## src/source/uart_pkg.sv

```systemverilog
package uart_pkg;

    ////////////////////////////////////////
    // frame format
    ////////////////////////////////////////

    // payload bits per frame, sent lsb first
    localparam int DATA_BITS = 8;

    localparam int FRAME_BITS = DATA_BITS + 2;  // start + data + stop

    localparam logic LINE_IDLE = 1'b1;  // mark level, also the stop bit

    ////////////////////////////////////////
    // baud generation
    ////////////////////////////////////////

    // counter width, wide enough for 50 MHz at 9600 baud
    localparam int DIV_W = 13;

    // clocks per bit, 50 MHz / 9600
    localparam int DEFAULT_BAUD_DIV = 5208;

endpackage

```

## src/source/uart_rx_path.sv

```systemverilog
module uart_rx_path
    import uart_pkg::*;
#(
    parameter logic [DIV_W-1:0] BAUD_DIV = DIV_W'(DEFAULT_BAUD_DIV)
) (
    input  logic                 clk_i,
    input  logic                 rst_n_i,
    input  logic                 uart_rx_i,       // async serial line
    output logic [DATA_BITS-1:0] rx_data_o,       // last good byte
    output logic                 rx_valid_o,      // one-cycle pulse
    output logic                 rx_frame_err_o   // one-cycle pulse, stop bit low
);

    localparam logic [DIV_W-1:0] LAST_CNT = BAUD_DIV - 1'b1;
    localparam logic [DIV_W-1:0] HALF_CNT = (BAUD_DIV >> 1) - 1'b1;  // edge to start centre
    localparam int               BIT_W    = $clog2(FRAME_BITS);
    localparam logic [BIT_W-1:0] STOP_IDX = BIT_W'(FRAME_BITS - 1);

    logic                 rx_meta;     // first sync stage
    logic                 rx_sync;     // safe to use
    logic                 rx_prev;     // for edge detect
    logic                 busy;        // frame in progress
    logic [DIV_W-1:0]     baud_cnt;
    logic [BIT_W-1:0]     bit_idx;     // 0 start, 1..8 data, 9 stop
    logic [DATA_BITS-1:0] data_sr;
    logic                 fall;
    logic                 sample;
    logic                 stop_smp;
    logic                 data_smp;

    ////////////////////////////////////////
    // synchroniser and edge detect
    ////////////////////////////////////////

    always_ff @(posedge clk_i) begin
        if (!rst_n_i) begin
            rx_meta <= LINE_IDLE;
            rx_sync <= LINE_IDLE;
            rx_prev <= LINE_IDLE;
        end else begin
            rx_meta <= uart_rx_i;
            rx_sync <= rx_meta;
            rx_prev <= rx_sync;
        end
    end

    assign fall = (rx_prev == LINE_IDLE) && (rx_sync != LINE_IDLE);

    // half period for the start bit, full periods after that
    assign sample   = busy && (baud_cnt == ((bit_idx == '0) ? HALF_CNT : LAST_CNT));
    assign stop_smp = sample && (bit_idx == STOP_IDX);
    assign data_smp = sample && (bit_idx != '0) && !stop_smp;

    ////////////////////////////////////////
    // bit timing and status pulses
    ////////////////////////////////////////

    always_ff @(posedge clk_i) begin
        if (!rst_n_i) begin
            busy           <= 1'b0;
            baud_cnt       <= '0;
            bit_idx        <= '0;
            rx_valid_o     <= 1'b0;
            rx_frame_err_o <= 1'b0;
        end else begin
            rx_valid_o     <= 1'b0;     // pulses by default
            rx_frame_err_o <= 1'b0;
            if (!busy) begin
                baud_cnt <= '0;
                bit_idx  <= '0;
                busy     <= fall;       // edge only counts while idle
            end else if (!sample) begin
                baud_cnt <= baud_cnt + 1'b1;
            end else begin
                baud_cnt <= '0;
                bit_idx  <= bit_idx + 1'b1;
                if (bit_idx == '0) begin
                    // start bit gone high at its centre, treat as noise
                    if (rx_sync == LINE_IDLE) begin
                        busy <= 1'b0;
                    end
                end else if (stop_smp) begin
                    busy           <= 1'b0;
                    rx_valid_o     <= (rx_sync == LINE_IDLE);
                    rx_frame_err_o <= (rx_sync != LINE_IDLE);
                end
            end
        end
    end

    ////////////////////////////////////////
    // data capture
    ////////////////////////////////////////

    always_ff @(posedge clk_i) begin
        if (data_smp) begin
            data_sr <= {rx_sync, data_sr[DATA_BITS-1:1]};  // lsb arrives first
        end
    end

    // byte held until the next good frame, bad frames leave it alone
    always_ff @(posedge clk_i) begin
        if (!rst_n_i) begin
            rx_data_o <= '0;
        end else if (stop_smp && (rx_sync == LINE_IDLE)) begin
            rx_data_o <= data_sr;
        end
    end

endmodule

```

## src/source/uart_top.sv

```systemverilog
module uart_top
    import uart_pkg::*;
#(
    parameter logic [DIV_W-1:0] BAUD_DIV = DIV_W'(DEFAULT_BAUD_DIV)  // clocks per bit
) (
    input  logic                 clk_i,
    input  logic                 rst_n_i,

    // transmit side
    input  logic [DATA_BITS-1:0] tx_data_i,
    input  logic                 tx_en_i,         // ignored while busy
    output logic                 tx_busy_o,
    output logic                 uart_tx_o,

    // receive side
    input  logic                 uart_rx_i,
    output logic [DATA_BITS-1:0] rx_data_o,
    output logic                 rx_valid_o,
    output logic                 rx_frame_err_o
);

    ////////////////////////////////////////
    // paths are independent, loopback is external
    ////////////////////////////////////////

    uart_tx_path #(
        .BAUD_DIV (BAUD_DIV)
    ) u_tx_path (
        .clk_i     (clk_i),
        .rst_n_i   (rst_n_i),
        .tx_data_i (tx_data_i),
        .tx_en_i   (tx_en_i),
        .tx_busy_o (tx_busy_o),
        .uart_tx_o (uart_tx_o)
    );

    uart_rx_path #(
        .BAUD_DIV (BAUD_DIV)
    ) u_rx_path (
        .clk_i          (clk_i),
        .rst_n_i        (rst_n_i),
        .uart_rx_i      (uart_rx_i),
        .rx_data_o      (rx_data_o),
        .rx_valid_o     (rx_valid_o),
        .rx_frame_err_o (rx_frame_err_o)
    );

endmodule

```

## src/source/uart_tx_path.sv

```systemverilog
module uart_tx_path
    import uart_pkg::*;
#(
    parameter logic [DIV_W-1:0] BAUD_DIV = DIV_W'(DEFAULT_BAUD_DIV)
) (
    input  logic                 clk_i,
    input  logic                 rst_n_i,
    input  logic [DATA_BITS-1:0] tx_data_i,  // byte to send
    input  logic                 tx_en_i,    // one-cycle start strobe
    output logic                 tx_busy_o,  // high for the whole frame
    output logic                 uart_tx_o   // serial line
);

    localparam logic [DIV_W-1:0] LAST_CNT = BAUD_DIV - 1'b1;  // last count of a bit period
    localparam int               BIT_W    = $clog2(FRAME_BITS);

    logic [DIV_W-1:0]      baud_cnt;   // position inside the current bit
    logic                  bit_tick;   // last cycle of a bit period
    logic [BIT_W-1:0]      bit_cnt;    // index of the bit now on the line
    logic [FRAME_BITS-1:0] frame_sr;   // bit 0 drives the line
    logic                  start;
    logic                  last_bit;

    // enables while busy are dropped here
    assign start    = tx_en_i & ~tx_busy_o;
    assign last_bit = (bit_cnt == BIT_W'(FRAME_BITS - 1));

    // line comes straight from the frame register
    assign uart_tx_o = frame_sr[0];

    ////////////////////////////////////////
    // baud counter
    ////////////////////////////////////////

    // line moves on the edge right after the last count
    assign bit_tick = tx_busy_o && (baud_cnt == LAST_CNT);

    // counter is parked at zero between frames, so the first
    // period starts together with the load
    always_ff @(posedge clk_i) begin
        if (!rst_n_i) begin
            baud_cnt <= '0;
        end else if (!tx_busy_o || bit_tick) begin
            baud_cnt <= '0;         // idle or wrap at end of a bit
        end else begin
            baud_cnt <= baud_cnt + 1'b1;
        end
    end

    ////////////////////////////////////////
    // frame shifter and busy flag
    ////////////////////////////////////////

    always_ff @(posedge clk_i) begin
        if (!rst_n_i) begin
            tx_busy_o <= 1'b0;
            bit_cnt   <= '0;
            frame_sr  <= {FRAME_BITS{LINE_IDLE}};   // line high out of reset
        end else if (start) begin
            tx_busy_o <= 1'b1;
            bit_cnt   <= '0;
            // stop, data, start; start bit hits the line right away
            frame_sr  <= {LINE_IDLE, tx_data_i, ~LINE_IDLE};
        end else if (bit_tick) begin
            // idle level fills in from the top
            frame_sr <= {LINE_IDLE, frame_sr[FRAME_BITS-1:1]};
            if (last_bit) begin
                tx_busy_o <= 1'b0;  // stop bit done
                bit_cnt   <= '0;
            end else begin
                bit_cnt <= bit_cnt + 1'b1;
            end
        end
    end

endmodule

```

## config.mk

```make
export PLATFORM = sky130hd
export DESIGN_NAME = uart_top
export DESIGN_NICKNAME = d
export VERILOG_FILES = /design/src/source/uart_pkg.sv /design/src/source/uart_rx_path.sv /design/src/source/uart_top.sv /design/src/source/uart_tx_path.sv
export SDC_FILE = /design/constraint.sdc
export NUM_CORES = 1
export LEC_CHECK = 0
export BUFFER_PORTS_ARGS = -buffer_cell sky130_fd_sc_hd__buf_2
export CAP_MARGIN = 40
export CORE_MARGIN = 3
export CORE_UTILIZATION = 45
export CTS_CLUSTER_DIAMETER = 40
export DETAILED_ROUTE_END_ITERATION = 16
export GPL_ROUTABILITY_DRIVEN = 1
export PLACE_DENSITY = 0.75
export SYNTH_ARGS = -nofsm -noshare
export SYNTH_HDL_FRONTEND = slang
export SYNTH_HIERARCHICAL = 1
export SYNTH_SLANG_ARGS = --single-unit
```

## constraint.sdc

```tcl
create_clock -name clk_i -period 2.5 [get_ports clk_i]
set_input_delay 0 -clock clk_i [delete_from_list [all_inputs] [get_ports clk_i]]
set_output_delay 0 -clock clk_i [all_outputs]
set_load 0.02 [all_outputs]
```

# --- Word-level counts from Yosys, hierarchy flattened ---
# Index checks and enable logic that the tools add are counted.
word_totals:
  ff_bits: 66
  output_inout_bits: 12
op_classes:
  n_reduce_logical: 20
  n_mux: 12
  bitwise: 7
  add_sub_neg: 4
  eq_ne: 4
op_table:
  columns: ["operator", "n"]
  rows:
  - ["$add 13x1->13 const B", 2]
  - ["$mux 9", 2]
  - ["$eq 13x13->1", 1]
  - ["$eq 13x13->1 const B", 1]
  - ["$mux 13", 1]
  - ["$add 4x1->4 const B", 2]
  - ["$eq 4x4->1 const B", 2]
  - ["$mux 1", 8]
  - ["$logic_and 1x1->1", 7]
  - ["$not 1->1", 6]
  - ["$reduce_or 5->1", 1]
  - ["$logic_not 4->1", 1]
  - ["$mux 4", 1]
  - ["$reduce_and 2->1", 2]
  - ["$reduce_bool 2->1", 2]
  - ["$reduce_bool 4->1", 1]
  - ["$reduce_or 2->1", 2]
  - ["$reduce_or 3->1", 1]
  - ["$logic_not 1->1", 2]
  - ["$and 1x1->1", 1]
  - ["$logic_or 1x1->1", 1]

# --- Longest topological paths before layout ---
logic_depth:
  word_depth: 9
  mapped_depth: 8

# --- Hierarchy ---
# The synthesis kept the hierarchy.
by_module_without_submodules:
  columns: ["mod", "seq_area_each_um2", "instances", "area_each_um2", "cells_each"]
  rows:
  - ["uart_rx_path", 860.8, 1, 1646.6, 166]
  - ["uart_tx_path", 540.5, 1, 1194.9, 138]

# --- Worst setup path before layout ---
# No wires, ideal clock.
synth_timing:
  path_kind: "reg-to-reg"
  start: "register u_rx_path.bit_idx[0]"
  end: "register u_rx_path.rx_data_o[0]"
  synth_period_minus_slack_ns: 2.311
  path_stages_with_launch: 8
  t_arrival_ns: 2.239
  setup_slack_ns: 0.189
  t_required_ns: 2.428
  path_cell_list: "dfxtp_1 -> inv_1 -> ha_1 -> or3b_1 -> or4_1 -> buf_2 -> a211oi_4 -> mux2i_1"
synth_via:
  elab_chain_len: 6
  elab_cells_between_ends: 7
synth_lines:
  columns: ["element", "line_no", "source"]
  rows:
  - ["from (decl)", "uart_rx_path.sv:24", "logic [BIT_W-1:0] bit_idx;"]
  - ["from (signal assigned)", "uart_rx_path.sv:76", "bit_idx <= bit_idx + 1'b1;"]
  - ["$logic_not 4->1", "uart_rx_path.sv:50", "assign sample = busy && (baud_cnt == ((bit_idx == '0) ? HALF_CNT : LAST_CNT));"]
  - ["$mux 13", "uart_rx_path.sv:50", null]
  - ["$eq 13x13->1", "uart_rx_path.sv:50", null]
  - ["$logic_and 1x1->1", "uart_rx_path.sv:50", null]
  - ["$logic_and 1x1->1 (*)", "uart_rx_path.sv:51", "assign stop_smp = sample && (bit_idx == STOP_IDX);"]
  - ["$logic_and 1x1->1 (*)", "uart_rx_path.sv:105", "end else if (stop_smp && (rx_sync == LINE_IDLE)) begin"]
  - ["to (signal assigned)", "uart_rx_path.sv:106", "rx_data_o <= data_sr;"]
  - ["to (decl)", "uart_rx_path.sv:9", "output logic [DATA_BITS-1:0] rx_data_o,"]
# Mark *: on every way between the ends. The rest lies on a longest branch, timed or not.
# A chain may end at the register's enable or synchronous reset.

# --- Worst setup path after layout ---
layout_timing:
  start: "register u_rx_path.bit_idx[0]"
  end: "register u_rx_path.rx_data_o[1]"
# The elaborated chain is that of the path after synthesis.

==> impl_metrics.toml <==
[synthesis]
synth_ff_type = "dfxtp_1"
synth_compound_area_share_pct = 6.61
synth_area_mm2 = 0.00284
yosysSeqAreaShare_pct = 49.3
synth.top_cell.area_share_pct = 40.9
avgSynthCellArea_um2 = 9.35
synth_top_cell_by_area = "dfxtp_1"
synth_area_leaders = "dfxtp_1 41%, edfxtp_1 8.5%, nand2_1 7.7%"
synth.distinct_cells = 45
yosys_warnings = 6
async_reset_ff_share_pct = 0
synth-seq-cells = 66
synthTopCellsByCount = "58 x dfxtp_1, 58 x nand2_1, 22 x nor2_1"
synthMuxAreaShare_pct = 4.58
synthAdderAreaFrac_pct = 2.20
syn_nets = 321
synth_top_family_by_area = "simple AND/OR/NAND/NOR gates"
synth-edff-count = 8
synthSimpleGateAreaFrac_pct = 27.0
syn_inst = 304
synth_xor_xnor_area_share_pct = 6.78

[cts]
clk_latency_ns = 0.33
cts.sinks = 66
cts_buffer_depth = 2
htree_levels = 3
tritoncts = "yes"
post_cts_buffers = 0
numCtsBuffers = 9
path_clk_slew_ns = 0.07
root_buffer = "clkbuf_8"

[timing]
rsz0062_at_grt = "false"
setup_ws_ns = 0.182
clock.fmax_mhz = 431
finalMaxSlewViolations = 0
period_minus_slack_ns = 2.32
setup_violations = 0
tightestPinTransition_ns = 0.574
skew_ns = 0.00704
fin_crit_sh_pct = 92.7
slew_headroom_pct = 61.6
hold_viol = 0
setup_tns_ns = 0

[critical_path]
cp_max_fo = 8
critical_path_class = "flip-flop to flip-flop"
ff2ff_path_depth = 7
crit_path_start_kind = "flip-flop"
cp.required_ns = 2.76
worstSetupPathDepth = 7
slowest_delay_ns = 0.60
cp-end-kind = "flip-flop"
worst_ep_arrival_time_ns = 2.57
cp_slowest_cell = "or4_4"
cp_top_family = "simple AND/OR/NAND/NOR gates"
path_cells = "inv_1 > ha_1 > or3b_1 > or4_4 > a211oi_4 > buf_4 > mux2i_1"
critPathBufInv = 2

[detailed_routing]
met1Wirelength_um = 2430
highest_layer = "met4"
drt_iter0_markers = 171
drc = 0
drt-wirelength-per-cell_um = 13.0
routed-wl-met3_um = 222
dr.pass1.iters = 4
drtAntennaViolNets = 0
met2_length_um = 2660
wl_um = 5430
via_count = 2232
via_per_inst = 5.33

[hold_path]
hold-path-cell-count = 3
hold_path_class = "primary input to flip-flop"

[global_route]
track_usage_pct = 16.6
grt_pass1_wl_um = 9650
antenna_found_initial = 0
grt_pass1_vias = 2155
overflow = 0
grt_max_degree = 36

[power_and_ir_drop]
total_power_mw = 2.08
p_leak_nw = 1.17
p_per_area_mw_per_mm2 = 625
ir_drop_uv = 465

[die]
io_pins = 24
start_util_pct = 47.2
fp.dieW_um = 85.5
dieArea_mm2 = 0.00730
die_h_um = 85.5
core_area_mm2 = 0.00603
rows = 28

[cells_and_area]
antenna_cells = 0
drive_above_1_share_pct = 14.5
nNetsFinal = 356
area_growth_pct = 17.1
fillers = 550

[placement]
gp_congestion = 0.800
portBuffers = 23
hpwlAfterDp_um = 3510
pre_cts_ws_ns = 0.0845

[status]
outcome = "finished, final reports clean"

[run]
maxCapViolations = 0
-- sequential cells by signal, summed over array words and instances (netlist names) --
| signal | cells |
|---|---|
| u_rx_path/rx_meta | 1 |
| u_tx_path/bit_cnt | 4 |
| u_tx_path/baud_cnt | 13 |
| u_rx_path/data_sr | 8 |
| u_rx_path/baud_cnt | 13 |
| u_rx_path/bit_idx | 4 |
| u_rx_path/rx_data_o | 8 |
| u_rx_path/rx_prev | 1 |
| u_rx_path/busy | 1 |
| u_tx_path/frame_sr | 9 |
| u_rx_path/rx_sync | 1 |
| u_tx_path/tx_busy_o | 1 |
| u_rx_path/rx_valid_o | 1 |
| u_rx_path/rx_frame_err_o | 1 |
-- layout make-up --
cell class | instances | area [um^2] | share of cell area (%)
multi-input cells | 215 | 1340 | 40.4
inverters | 9 | 33.8 | 1.02
flip-flops and latches | 66 | 1400 | 42.1
repair buffers | 38 | 253 | 7.60
clock buffers | 9 | 124 | 3.72
clock inverters | 7 | 77.6 | 2.33
well taps | 75 | 93.8 | 2.82
-- path summary, 6_finish.rpt --
check,end,from,slack (ns)
hold reg to reg,u_rx_path/rx_sync,u_rx_path/rx_meta,0.41
setup / recovery,u_rx_path/rx_data_o[1],u_rx_path/bit_idx[0],0.18
setup reg to reg,u_rx_path/rx_data_o[1],u_rx_path/bit_idx[0],0.18
hold / removal,u_rx_path/rx_prev,rst_n_i,0.14
-- placed cells by master, fill, tap and decap left out, types with 2 or more instances in the layout --
cell,synthesis,routed
dlygate4sd3_1,0,10
inv_6,0,2
a21oi_1,4,4
nand3_1,11,11
clkbuf_8,0,9
or3_1,2,2
nand2_1,58,58
edfxtp_1,8,8
and4_1,2,2
a31oi_1,2,2
clkinv_4,0,2
a221o_1,7,7
dfxtp_1,58,58
nor2_1,22,22
and2_1,3,3
xnor2_1,17,17
nor3_1,16,16
ha_1,5,5
o21ai_0,3,3
inv_1,9,9
mux2i_1,13,13
and3b_1,2,2
nand4b_1,2,2
nor2b_1,3,3
nand2b_1,4,4
nor4_1,6,6
buf_4,0,5
xor2_1,5,5
nand4_1,11,11
buf_2,5,23
-- power breakdown --
part	internal, mW	leakage [nW]	total [mW]	switching, mW
logic	0.0401	0.526	0.0903	0.0502
registers	1.09	0.542	1.11	0.0170
clock network	0.468	0.100	0.881	0.413
total	1.60	1.17	2.08	0.480
-- per-stage QoR --
stage	instance area [um^2]	utilization [%]	hold slack, ns	instances
global route	3330	55.2	0.147	419
CTS	3320	55.1	0.134	419
finish	3330	55.2	0.137	419
detailed placement	3020	50.1	0.204	393
global placement	3020	50.1	0.197	393
floorplan	2840	-	0.101	304
-- kinds of logic after synthesis --
kind of cell / Yosys count
buffers and inverters: 23
DFF: 66
and+or+nand+nor: 152
AOI/OAI and AO/OA: 23
adders and majority gates: 5
xor gates and xnor gates: 22
muxes: 13
-- metal layers --
metal | GRT usage (%) | vias to the layer above
met4 | 7.77 | 0
li1 | - | 1137
met2 | 26.8 | 55
met5 | 0 | -
met1 | 19.7 | 1026
met3 | 5.63 | 14
-- worst min-delay path: stages --
cell,delay (ns)
buf_2,0.11
buf_4,0.23
nand2_1,0.10
-- repair_timing --
action                                  in CTS  in global routing
endpoints found under the setup margin       0                  8
hold buffers                                10                  0
gates resized for setup                      0                  1
endpoints found under the hold margin       10                  0
No activity file was read; power rests on OpenSTA's default activity.
